$ cat src/design/cache_macros.svh
// cache geometry and widths
// direct-mapped L1 data cache, 16 sets of 4-word lines,
// 32-bit words and byte addresses

`ifndef CACHE_MACROS_SVH
`define CACHE_MACROS_SVH

// data and address
`define WORD_W          32
`define ADDR_W          32

// geometry
`define N_SETS          16
`define LINE_WORDS      4

// address field split: tag | index | word | byte
`define SET_BITS        4
`define WORD_SEL_BITS   2
`define BYTE_BITS       2
`define TAG_BITS        (`ADDR_W - `SET_BITS - `WORD_SEL_BITS - `BYTE_BITS)

// one select per byte lane
`define SEL_W           4

`endif

$ cat src/design/cache_pkg.sv
// cache types
// vector types for the split address fields and the
// controller state machine encoding

`default_nettype none

`include "cache_macros.svh"

package cache_pkg;

    typedef logic [`WORD_W-1:0]        word_t;      // data word
    typedef logic [`ADDR_W-1:0]        addr_t;      // byte address
    typedef logic [`TAG_BITS-1:0]      tag_t;       // line tag
    typedef logic [`SET_BITS-1:0]      set_idx_t;   // set index
    typedef logic [`WORD_SEL_BITS-1:0] word_sel_t;  // word inside a line
    typedef logic [`SEL_W-1:0]         byte_sel_t;  // byte lane selects

    // controller states
    typedef enum logic [2:0] {
        INIT,       // clear sets after reset
        READY,      // serve hits, detect misses
        WRITEBACK,  // dirty victim out to memory
        REFILL,     // line in from memory
        FLUSH       // write back and invalidate all sets
    } cache_state_t;

endpackage

`default_nettype wire

$ cat src/design/cache_tag_store.sv
// cache tag store
// tag, valid and dirty bit for each set, read combinationally,
// and the hit compare against the lookup tag

`default_nettype none

`include "cache_macros.svh"

module cache_tag_store (
    input  logic                CLK,
    input  cache_pkg::set_idx_t index,
    input  cache_pkg::tag_t     lookup_tag,
    input  logic                wr_en,
    input  cache_pkg::tag_t     wr_tag,
    input  logic                wr_valid,
    input  logic                wr_dirty,
    output logic                hit,
    output cache_pkg::tag_t     line_tag,
    output logic                line_dirty
);

    cache_pkg::tag_t    tag_q [`N_SETS];
    logic [`N_SETS-1:0] valid_q;
    logic [`N_SETS-1:0] dirty_q;

    // all three fields of a set replaced together
    always_ff @(posedge CLK) begin
        if (wr_en) begin
            tag_q[index]   <= wr_tag;
            valid_q[index] <= wr_valid;
            dirty_q[index] <= wr_dirty;
        end
    end

    assign line_tag   = tag_q[index];
    assign line_dirty = valid_q[index] & dirty_q[index]; // only a valid line can be dirty

    // hit needs a valid line with matching tag
    assign hit = valid_q[index] && (tag_q[index] == lookup_tag);

endmodule

`default_nettype wire

$ cat src/design/cache_data_store.sv
// cache data store
// 16 lines of 4 words, one word read combinationally,
// word writes masked per byte lane

`default_nettype none

`include "cache_macros.svh"

module cache_data_store (
    input  logic                 CLK,
    input  cache_pkg::set_idx_t  index,
    input  cache_pkg::word_sel_t word_sel,
    input  logic                 wr_en,
    input  cache_pkg::byte_sel_t byte_en,
    input  cache_pkg::word_t     wr_data,
    output cache_pkg::word_t     rd_data
);

    localparam int LANE_W = `WORD_W / `SEL_W;   // bits per byte lane

    cache_pkg::word_t line_q [`N_SETS][`LINE_WORDS];

    // refill enables all lanes, write hits pass the cpu selects
    always_ff @(posedge CLK) begin
        if (wr_en) begin
            for (int b = 0; b < `SEL_W; b++) begin
                if (byte_en[b])
                    line_q[index][word_sel][b*LANE_W +: LANE_W] <= wr_data[b*LANE_W +: LANE_W];
            end
        end
    end

    assign rd_data = line_q[index][word_sel];

endmodule

`default_nettype wire

$ cat src/design/cache_ctrl.sv
// cache controller
// state machine for init, hits, victim write-back, line refill and
// flush; drives both stores and the Wishbone master toward memory

`default_nettype none

`include "cache_macros.svh"

module cache_ctrl (
    input  logic                  CLK,
    input  logic                  nRST,
    input  logic                  flush,
    output logic                  flush_done,
    // processor side
    input  logic                  cpu_cyc,
    input  logic                  cpu_stb,
    input  logic                  cpu_we,
    input  cache_pkg::addr_t      cpu_adr,
    input  cache_pkg::word_t      cpu_dat_w,
    input  cache_pkg::byte_sel_t  cpu_sel,
    output logic                  cpu_ack,
    output cache_pkg::word_t      cpu_dat_r,
    // memory side
    output logic                  mem_cyc,
    output logic                  mem_stb,
    output logic                  mem_we,
    output cache_pkg::addr_t      mem_adr,
    output cache_pkg::word_t      mem_dat_w,
    input  logic                  mem_ack,
    input  cache_pkg::word_t      mem_dat_r,
    // store control
    output cache_pkg::set_idx_t   st_index,
    output cache_pkg::word_sel_t  st_word_sel,
    output cache_pkg::tag_t       lookup_tag,
    output logic                  tag_wr_en,
    output cache_pkg::tag_t       wr_tag,
    output logic                  wr_valid,
    output logic                  wr_dirty,
    output logic                  data_wr_en,
    output cache_pkg::byte_sel_t  data_byte_en,
    output cache_pkg::word_t      data_wr_data,
    // store status
    input  logic                  hit,
    input  cache_pkg::tag_t       line_tag,
    input  logic                  line_dirty,
    input  cache_pkg::word_t      rd_data
);

    localparam int OFS_BITS = `WORD_SEL_BITS + `BYTE_BITS;

    cache_pkg::cache_state_t state_q, state_d;
    cache_pkg::word_sel_t    word_cnt_q, word_cnt_d;    // word within a line transfer
    cache_pkg::set_idx_t     set_cnt_q, set_cnt_d;      // set walk for init and flush
    logic                    flush_req_q, flush_req_d;
    cache_pkg::addr_t        line_adr_q, line_adr_d;    // line base for refill and write-back

    cache_pkg::tag_t         req_tag;
    cache_pkg::set_idx_t     req_idx;
    cache_pkg::word_sel_t    req_word;
    cache_pkg::addr_t        line_base;
    logic                    req;
    logic                    flush_pend;
    logic                    last_word;
    logic                    last_set;

    // request address fields
    assign req_tag  = cpu_adr[`ADDR_W-1 -: `TAG_BITS];
    assign req_idx  = cpu_adr[OFS_BITS +: `SET_BITS];
    assign req_word = cpu_adr[`BYTE_BITS +: `WORD_SEL_BITS];

    assign req        = cpu_cyc & cpu_stb;
    assign flush_pend = flush | flush_req_q;
    assign last_word  = (word_cnt_q == cache_pkg::word_sel_t'(`LINE_WORDS - 1));
    assign last_set   = (set_cnt_q == cache_pkg::set_idx_t'(`N_SETS - 1));

    // store addressing
    assign lookup_tag  = req_tag;
    assign st_index    = (state_q == cache_pkg::INIT || state_q == cache_pkg::FLUSH)
                         ? set_cnt_q : req_idx;
    assign st_word_sel = (state_q == cache_pkg::READY) ? req_word : word_cnt_q;

    assign cpu_dat_r = rd_data;
    assign mem_dat_w = rd_data;    // write-back word comes straight from the store

    // flush takes the victim tag from the store, other transfers the latched line
    assign line_base = (state_q == cache_pkg::FLUSH)
                       ? {line_tag, set_cnt_q, {OFS_BITS{1'b0}}} : line_adr_q;
    assign mem_adr   = {line_base[`ADDR_W-1:OFS_BITS], word_cnt_q, {`BYTE_BITS{1'b0}}};

    always_ff @(posedge CLK, negedge nRST) begin
        if (!nRST) begin
            state_q     <= cache_pkg::INIT;
            word_cnt_q  <= '0;
            set_cnt_q   <= '0;
            flush_req_q <= 1'b0;
        end else begin
            state_q     <= state_d;
            word_cnt_q  <= word_cnt_d;
            set_cnt_q   <= set_cnt_d;
            flush_req_q <= flush_req_d;
        end
    end

    always_ff @(posedge CLK) begin
        line_adr_q <= line_adr_d;
    end

    always_comb begin
        state_d      = state_q;
        word_cnt_d   = word_cnt_q;
        set_cnt_d    = set_cnt_q;
        flush_req_d  = flush_req_q | flush;  // hold a flush until READY takes it
        line_adr_d   = line_adr_q;
        cpu_ack      = 1'b0;
        flush_done   = 1'b0;
        mem_cyc      = 1'b0;
        mem_stb      = 1'b0;
        mem_we       = 1'b0;
        tag_wr_en    = 1'b0;
        wr_tag       = '0;
        wr_valid     = 1'b0;
        wr_dirty     = 1'b0;
        data_wr_en   = 1'b0;
        data_byte_en = '1;
        data_wr_data = mem_dat_r;

        case (state_q)
            cache_pkg::INIT: begin
                tag_wr_en = 1'b1;                   // invalidate one set per cycle
                set_cnt_d = set_cnt_q + 1'b1;
                if (last_set)
                    state_d = cache_pkg::READY;
            end
            cache_pkg::READY: begin
                if (flush_pend) begin
                    // flush goes before any new request
                    flush_req_d = 1'b0;
                    state_d     = cache_pkg::FLUSH;
                end else if (req && hit) begin
                    cpu_ack = 1'b1;
                    if (cpu_we) begin
                        tag_wr_en    = 1'b1;
                        wr_tag       = req_tag;
                        wr_valid     = 1'b1;
                        wr_dirty     = 1'b1;
                        data_wr_en   = 1'b1;
                        data_byte_en = cpu_sel;
                        data_wr_data = cpu_dat_w;
                    end
                end else if (req) begin
                    if (line_dirty) begin
                        line_adr_d = {line_tag, req_idx, {OFS_BITS{1'b0}}};    // victim line
                        state_d    = cache_pkg::WRITEBACK;
                    end else begin
                        line_adr_d = {req_tag, req_idx, {OFS_BITS{1'b0}}};
                        state_d    = cache_pkg::REFILL;
                    end
                end
            end
            cache_pkg::WRITEBACK: begin
                mem_cyc = 1'b1;
                mem_stb = 1'b1;
                mem_we  = 1'b1;
                if (mem_ack) begin
                    word_cnt_d = word_cnt_q + 1'b1;
                    if (last_word) begin
                        // victim now clean, refill follows
                        tag_wr_en  = 1'b1;
                        wr_tag     = line_tag;
                        wr_valid   = 1'b1;
                        line_adr_d = {req_tag, req_idx, {OFS_BITS{1'b0}}};
                        state_d    = cache_pkg::REFILL;
                    end
                end
            end
            cache_pkg::REFILL: begin
                mem_cyc = 1'b1;
                mem_stb = 1'b1;
                if (mem_ack) begin
                    data_wr_en = 1'b1;              // all lanes, memory word
                    word_cnt_d = word_cnt_q + 1'b1;
                    if (last_word) begin
                        tag_wr_en = 1'b1;
                        wr_tag    = line_adr_q[`ADDR_W-1 -: `TAG_BITS];
                        wr_valid  = 1'b1;
                        state_d   = cache_pkg::READY;
                    end
                end
            end
            cache_pkg::FLUSH: begin
                if (line_dirty) begin
                    mem_cyc = 1'b1;
                    mem_stb = 1'b1;
                    mem_we  = 1'b1;
                    if (mem_ack) begin
                        word_cnt_d = word_cnt_q + 1'b1;
                        if (last_word) begin
                            tag_wr_en = 1'b1;       // line out, invalidate it
                            set_cnt_d = set_cnt_q + 1'b1;
                        end
                    end
                end else begin
                    // clean or invalid set takes one cycle
                    tag_wr_en = 1'b1;
                    set_cnt_d = set_cnt_q + 1'b1;
                end
                if (tag_wr_en && last_set) begin
                    flush_done = 1'b1;
                    state_d    = cache_pkg::READY;
                end
            end
            default: state_d = cache_pkg::INIT;
        endcase
    end

endmodule

`default_nettype wire

$ cat src/design/l1_cache.sv
// L1 data cache top
// direct-mapped write-back cache, Wishbone classic slave toward
// the processor and Wishbone classic master toward memory

`default_nettype none

`include "cache_macros.svh"

module l1_cache (
    input  logic                 CLK,
    input  logic                 nRST,
    input  logic                 flush,
    output logic                 flush_done,
    // processor side
    input  logic                 cpu_cyc,
    input  logic                 cpu_stb,
    input  logic                 cpu_we,
    input  cache_pkg::addr_t     cpu_adr,
    input  cache_pkg::word_t     cpu_dat_w,
    input  cache_pkg::byte_sel_t cpu_sel,
    output logic                 cpu_ack,
    output cache_pkg::word_t     cpu_dat_r,
    // memory side
    output logic                 mem_cyc,
    output logic                 mem_stb,
    output logic                 mem_we,
    output cache_pkg::addr_t     mem_adr,
    output cache_pkg::word_t     mem_dat_w,
    input  logic                 mem_ack,
    input  cache_pkg::word_t     mem_dat_r
);

    cache_pkg::set_idx_t  st_index;
    cache_pkg::word_sel_t st_word_sel;
    cache_pkg::tag_t      lookup_tag;
    logic                 tag_wr_en;
    cache_pkg::tag_t      wr_tag;
    logic                 wr_valid;
    logic                 wr_dirty;
    logic                 data_wr_en;
    cache_pkg::byte_sel_t data_byte_en;
    cache_pkg::word_t     data_wr_data;
    logic                 hit;
    cache_pkg::tag_t      line_tag;
    logic                 line_dirty;
    cache_pkg::word_t     rd_data;

    cache_ctrl ctrl_i (
        .CLK          (CLK),
        .nRST         (nRST),
        .flush        (flush),
        .flush_done   (flush_done),
        .cpu_cyc      (cpu_cyc),
        .cpu_stb      (cpu_stb),
        .cpu_we       (cpu_we),
        .cpu_adr      (cpu_adr),
        .cpu_dat_w    (cpu_dat_w),
        .cpu_sel      (cpu_sel),
        .cpu_ack      (cpu_ack),
        .cpu_dat_r    (cpu_dat_r),
        .mem_cyc      (mem_cyc),
        .mem_stb      (mem_stb),
        .mem_we       (mem_we),
        .mem_adr      (mem_adr),
        .mem_dat_w    (mem_dat_w),
        .mem_ack      (mem_ack),
        .mem_dat_r    (mem_dat_r),
        .st_index     (st_index),
        .st_word_sel  (st_word_sel),
        .lookup_tag   (lookup_tag),
        .tag_wr_en    (tag_wr_en),
        .wr_tag       (wr_tag),
        .wr_valid     (wr_valid),
        .wr_dirty     (wr_dirty),
        .data_wr_en   (data_wr_en),
        .data_byte_en (data_byte_en),
        .data_wr_data (data_wr_data),
        .hit          (hit),
        .line_tag     (line_tag),
        .line_dirty   (line_dirty),
        .rd_data      (rd_data)
    );

    cache_tag_store tags_i (
        .CLK        (CLK),
        .index      (st_index),
        .lookup_tag (lookup_tag),
        .wr_en      (tag_wr_en),
        .wr_tag     (wr_tag),
        .wr_valid   (wr_valid),
        .wr_dirty   (wr_dirty),
        .hit        (hit),
        .line_tag   (line_tag),
        .line_dirty (line_dirty)
    );

    cache_data_store data_i (
        .CLK      (CLK),
        .index    (st_index),
        .word_sel (st_word_sel),
        .wr_en    (data_wr_en),
        .byte_en  (data_byte_en),
        .wr_data  (data_wr_data),
        .rd_data  (rd_data)
    );

endmodule

`default_nettype wire

$ cat config.mk
export PLATFORM = sky130hd
export DESIGN_NAME = l1_cache
export DESIGN_NICKNAME = d
export VERILOG_FILES = /design/src/design/cache_pkg.sv /design/src/design/cache_tag_store.sv /design/src/design/cache_data_store.sv /design/src/design/cache_ctrl.sv /design/src/design/l1_cache.sv
export VERILOG_INCLUDE_DIRS = /design/src /design/src/design
export SDC_FILE = /design/constraint.sdc
export NUM_CORES = 2
export LEC_CHECK = 0
export CAP_MARGIN = 25
export CORE_AREA = 2 2 564 566
export DETAILED_ROUTE_END_ITERATION = 16
export DIE_AREA = 0 0 566 568
export DONT_BUFFER_PORTS = 1
export PLACE_DENSITY = 0.45
export SETUP_SLACK_MARGIN = 0.2
export SYNTH_ARGS = -nofsm -noshare
export SYNTH_HDL_FRONTEND = slang
export SYNTH_SLANG_ARGS = --single-unit
$ cat constraint.sdc
create_clock -name CLK -period 5.8 [get_ports CLK]
set_input_delay 0.58 -clock CLK [delete_from_list [all_inputs] [get_ports CLK]]
set_output_delay 0.58 -clock CLK [all_outputs]
set_load 0.02 [all_outputs]
### Word level (Yosys, flattened, before mapping)

Memories as Yosys holds them, arrays and structs flattened.
Index checks and enable logic that the tools add are counted.
W data, S select, Z words.

* memory bits (writable): 2432
* memories: 2
* flip-flop bits (word level): 74

Memory list
* data_i.line_q: words 16, bits a word 128, read ports 1, clocked after Yosys merged registers in 0, wr ports 1, line cache_data_store.sv:21 `` cache_pkg::word_t line_q [`N_SETS][`LINE_WORDS]; ``
* tags_i.tag_q: words 16, bits a word 24, read ports 1, clocked after Yosys merged registers in 0, wr ports 1, line cache_tag_store.sv:22 `` cache_pkg::tag_t tag_q [`N_SETS]; ``

* magnitude comparators: 4
* $add $sub $neg: 2
* bitwise gates (word level): 388
* multiplexer cells: 482
* equality and inequality tests: 21
* reduce and logical (&&, ||, !) cells: 15

Operator list (number)
* $mux W128: 4
* $mux W32: 14
* $mux W1: 414
* $or A1 B1 Y1: 385
* $demux W32 S2: 4
* $mux W24: 8
* $pmux W24 S3: 1
* $bmux W32 S2: 1
* $pmux W32 S2: 1
* $bwmux W16: 2
* $mux W4: 8
* $mux W3: 9
* $eq A24 B24 Y1: 1
* $mux W16: 1
* $pmux W3 S5: 1
* $ne A2 B1 Y1 const B: 5
* $ne A2 B2 Y1 const B: 5
* $bmux W1 S4: 2
* $mux W8: 1
* $pmux W1 S2: 4
* $pmux W4 S2: 1
* $reduce_and A8 Y1: 1
* $eq A3 B2 Y1 const B: 2
* $mux W2: 3
* 26 further kinds: 34

### Depth between registers and ports, before layout

* word-level depth: 16
* mapped depth: 17

### Modules after synthesis

From an unflattened synthesis, not the netlist that was laid out.

* cell total of the unflattened synthesis: 4729
* area, all modules: 98764.7 µm²

By module, submodules not included
* cache_data_store: cells an instance 3502, times used 1, area an instance 78073.6 µm²
* cache_tag_store: cells an instance 820, times used 1, area an instance 16814.9 µm²
* cache_ctrl: cells an instance 407, times used 1, area an instance 3876.2 µm²

### Least setup slack after synthesis

No wires, ideal clock.

* path kind: reg-to-reg
* start: register ctrl_i.state_q[1]
* end: register tags_i.dirty_q[0] (enable)
* data required time: 5343 ps
* arrival time: 5238 ps
* setup slack: 105 ps
* library setup time: 457 ps
* path buffers: 5
* cell stages (with the launch flop): 16
* path through: dfrtp_1 > or2_1 > buf_4 > mux2_2 > buf_2 > buf_4 > o22ai_1 > o21ai_0 > nand4_1 > a211oi_1 > o2111ai_1 > nor4_2 > nand4b_1 > buf_2 > buf_2 > a311oi_1

* longest elaborated chain between the ends: 10
* elaborated cells on any way between the ends: 22
* those cells by class: eq/ne (5); mux (10); bitwise (1); reduce/logical (5); memory (1)

Ends and longest elaborated chain
* start, declared: line cache_ctrl.sv:51 `cache_pkg::cache_state_t state_q, state_d;`
* start signal, assigned: line cache_ctrl.sv:92 `state_q <= cache_pkg::INIT;`
* start signal, assigned: line cache_ctrl.sv:97 `state_q <= state_d;`
* $eq A3 B3 Y1 / $logic_not A3 Y1 (equally long branches): line cache_ctrl.sv:78, cache_ctrl.sv:127
* $logic_or A1 B1 Y1: line cache_ctrl.sv:78 `assign st_index = (state_q == cache_pkg::INIT || state_q == cache_pkg::FLUSH)`
* $mux W4: line cache_ctrl.sv:79 `? set_cnt_q : req_idx;`
* $mem_v2 Z16 W24 / $bmux W1 S4 (equally long branches)
* $eq A24 B24 Y1 / $mux W1 (equally long branches): line cache_tag_store.sv:39, cache_tag_store.sv:36
* $logic_and A1 B1 Y1: line cache_tag_store.sv:39 `assign hit = valid_q[index] && (tag_q[index] == lookup_tag);`
* $logic_and A1 B1 Y1: line cache_ctrl.sv:139 `end else if (req && hit) begin`
* $mux W1: line cache_ctrl.sv:139
* $mux W1: line cache_ctrl.sv:135 `if (flush_pend) begin`
* $pmux W1 S4 *: line cache_ctrl.sv:127 `case (state_q)`
* end signal, assigned by index: line cache_tag_store.sv:31 `dirty_q[index] <= wr_dirty;`
* end, declared: line cache_tag_store.sv:24 `` logic [`N_SETS-1:0] dirty_q; ``

Every way passes the cells marked *; elsewhere a longest branch is shown, timed or not. The select of a mux whose other input is x is not followed.
A chain may end at the register's enable or synchronous reset.

### Worst setup path in the final report

* start: register ctrl_i.state_q[0]
* end: output cpu_dat_r[13]

* longest elaborated chain between the ends: 7
* elaborated cells on any way between the ends: 11
* those cells by class: eq/ne (2); mux (5); bitwise (1); reduce/logical (2); memory (1)

Ends and longest elaborated chain
* $eq A3 B3 Y1 / $logic_not A3 Y1 (equally long branches): line cache_ctrl.sv:78
* $logic_or A1 B1 Y1: line cache_ctrl.sv:78
* $mux W4: line cache_ctrl.sv:79
* $mem_v2 Z16 W128
* $bmux W32 S2 *: line cache_data_store.sv:33 `assign rd_data = line_q[index][word_sel];`
* $mux W32 (implied by the code) * (2 in a row): line cache_data_store.sv:33
* end, declared: line l1_cache.sv:22 `output cache_pkg::word_t cpu_dat_r,`

Marked as above.

==> results.json <==
{
  "status": "finished, final reports clean",
  "p_leak_uw": 0.0352,
  "die_h_um": 568,
  "synth.distinct_cells": 52,
  "arrival_ps": 4960,
  "hp-class": "primary input to flip-flop",
  "gp_congestion": 0.766,
  "cp-start-kind": "flip-flop",
  "finalPower_uw": 57400,
  "wl_per_cell_um": 28.5,
  "seq_area_um2": 75100,
  "pin_count": 208,
  "ys_ff_latch": 2502,
  "grt_first_pass_wirelength_um": 415000,
  "p_per_area_nw_per_um2": 508,
  "synthFlopType": "edfxtp_1",
  "io_buffer_count": 0,
  "place_hpwl_um": 173000,
  "grt_pass1_vias": 54300,
  "drc_errors": 0,
  "core_region_area_um2": 316000,
  "cp.required_ps": 5220,
  "timing.final.crit_share_pct": 95.5,
  "drtIter0Drc": 5706,
  "grt_max_degree": 91,
  "die_x_um": 566,
  "final_cell_mix": "edfxtp_1, buf_4, o22ai_1",
  "peakVddDrop_uv": 575,
  "finalWirelength_um": 294000,
  "yosys-top-cells-area": "edfxtp_1, a221oi_1, a22o_1, o22ai_1, a22oi_1",
  "layout_commonest_cell": "edfxtp_1",
  "fmax_ghz": 0.181,
  "ys_warn_count": 0,
  "yosysSeqAreaShare_pct": 79.7,
  "syn_area_um2": 94200,
  "placed_cells": 9782,
  "yosysTopAreaCellShare_pct": 79.4,
  "worstSkewPairLatency_ps": 890,
  "grt_antenna_before_repair": 21,
  "htreeDepth": 5,
  "crit_path_end_kind": "output pin",
  "die_area_um2": 321000,
  "multi_input_area_um2": 17800,
  "final.setup.tns_ps": 0,
  "synth_edf_count": 2492,
  "nFillCells": 29600,
  "yosys.area.top_type": "edfxtp_1",
  "setup_violations": 0,
  "ant_nets": 0,
  "initial_utilization_pct": 29.8,
  "grt-ovfl-total": 0,
  "clk_pin_slew_ps": 60,
  "via_count": 54800,
  "rows": 207,
  "synthCells": 5518,
  "rsz0062_at_grt": "yes",
  "cts_tree": "done",
  "syn_avg_cell_area_um2": 17.1,
  "first_pass_iters": 9,
  "timing.slew.headroom_pct": 21.7,
  "hold_viol": 0,
  "area_growth_pct": 19.9,
  "cts_sinks": 2502,
  "worst_pin_slew_ps": 1170,
  "nets": 6049,
  "instances_no_fill": 10300,
  "critPathMaxFanout": 58,
  "numCtsBuffers": 283,
  "root_buffer": "clkbuf_16",
  "viasPerCell": 5.30,
  "drv_slew": 0,
  "period_needed_ps": 5540,
  "crit_type": "flip-flop to output pin",
  "grt_use_total_pct": 17.8,
  "cts_buffer_depth": 4,
  "async_flop_share_pct": 0.400,
  "drive_gt1_share_pct": 16.8,
  "maxCapViolCount": 0,
  "fin_skew_ps": 71.1
}
[Yosys cell counts (all sizes together) (39+ instances only)]
master,instances
edfxtp,2492
o22ai,424
a221oi,384
a22o,384
clkbuf,314
nor2,311
a22oi,258
o21ai,238
a21oi,155
buf,139
nand2,108
mux2,39
[per-stage QoR]
step	instance area (um^2)	setup WS (ps)	utilization, %	hold slack [ps]
floorplan	94200	105	-	284
global placement	103000	472	32.7	286
detailed placement	103000	476	32.7	286
CTS	113000	163	35.7	165
global route	113000	164	35.7	207
finish	113000	263	35.7	227
[worst paths after layout]
path	from	cells past startpoint	slack [ps]	endpoint
worst max-delay path	ctrl_i.state_q[0]$_DFFE_PN0P_	11	260	cpu_dat_r[13]
worst min-delay path	cpu_we	3	230	tags_i.dirty_q[3]$_DFFE_PP_
worst max register to register	ctrl_i.state_q[0]$_DFFE_PN0P_	14	680	data_i.line_q[0][8]$_DFFE_PP_
worst min register to register	ctrl_i.flush_req_q$_DFF_PN0_	2	530	ctrl_i.flush_req_q$_DFF_PN0_
max in group asynchronous	nRST	1	4970	ctrl_i.state_q[0]$_DFFE_PN0P_
min in group asynchronous	nRST	1	250	ctrl_i.state_q[1]$_DFFE_PN0P_
[flip-flops by register name, indices dropped and copies added (netlist names)]
| signal | count |
|---|---|
| ctrl_i.word_cnt_q | 2 |
| data_i.line_q | 2048 |
| tags_i.valid_q | 16 |
| ctrl_i.line_adr_q | 28 |
| ctrl_i.set_cnt_q | 4 |
| tags_i.dirty_q | 16 |
| ctrl_i.state_q | 3 |
| ctrl_i.flush_req_q | 1 |
| tags_i.tag_q | 384 |
[layer usage]
metal  wire (um)  share of wire (%)  vias to the layer above  track usage, %
met5         140              0.048                        -               0
met4        8780                3.0                       20            5.33
met3       18200                6.2                      378            3.00
met2      139000                 47                     1793            28.5
met1      128000                 44                    28700            24.6
li1            -                  -                    24000               -
[final cells by class]
class                   instances  area share, %
multi-input cells            2541           15.7
well taps                    4180           4.63
flip-flops and latches       2502           66.4
clock buffers                 346           6.57
clock inverters               146           1.26
inverters                      28         0.0930
repair buffers                584           5.25
diodes                         13         0.0288
[what timing repair did]
item	in CTS	in global routing
gates cloned	6	0
hold buffers	31	0
setup endpoints to repair	44	9
resized for setup	15	5
pin swaps	0	7
setup buffers	6	8
endpoints found under the hold margin	41	0
[where the power goes]
| part | total, uW | internal (uW) | switching, uW |
|---|---|---|---|
| Combinational | 19500 | 6300 | 13200 |
| Clock | 17300 | 10000 | 7230 |
| Sequential | 20600 | 20400 | 173 |
[logic make-up after synthesis]
logic type,after synthesis,synth area share [%]
buffers and inverters,481,2.18
AOI/OAI and AO/OA,1910,14.7
and+or+nand+nor,529,2.41
adders and majority gates,2,0.0266
muxes,65,0.742
xor gates and xnor gates,28,0.260
other,1,0.00398
DFF,2502,79.7
[critical path, cell delays in order (launching register included)]
cell and delay [ps]:
dfrtp_2 440, or2_4 390, buf_4 230, mux2i_4 240
buf_12 220, buf_12 230, a22o_1 240, a221oi_1 420
o22ai_1 140, o21ai_0 710, o2111ai_1 400, buf_4 300
(Power assumes the default switching activity.)
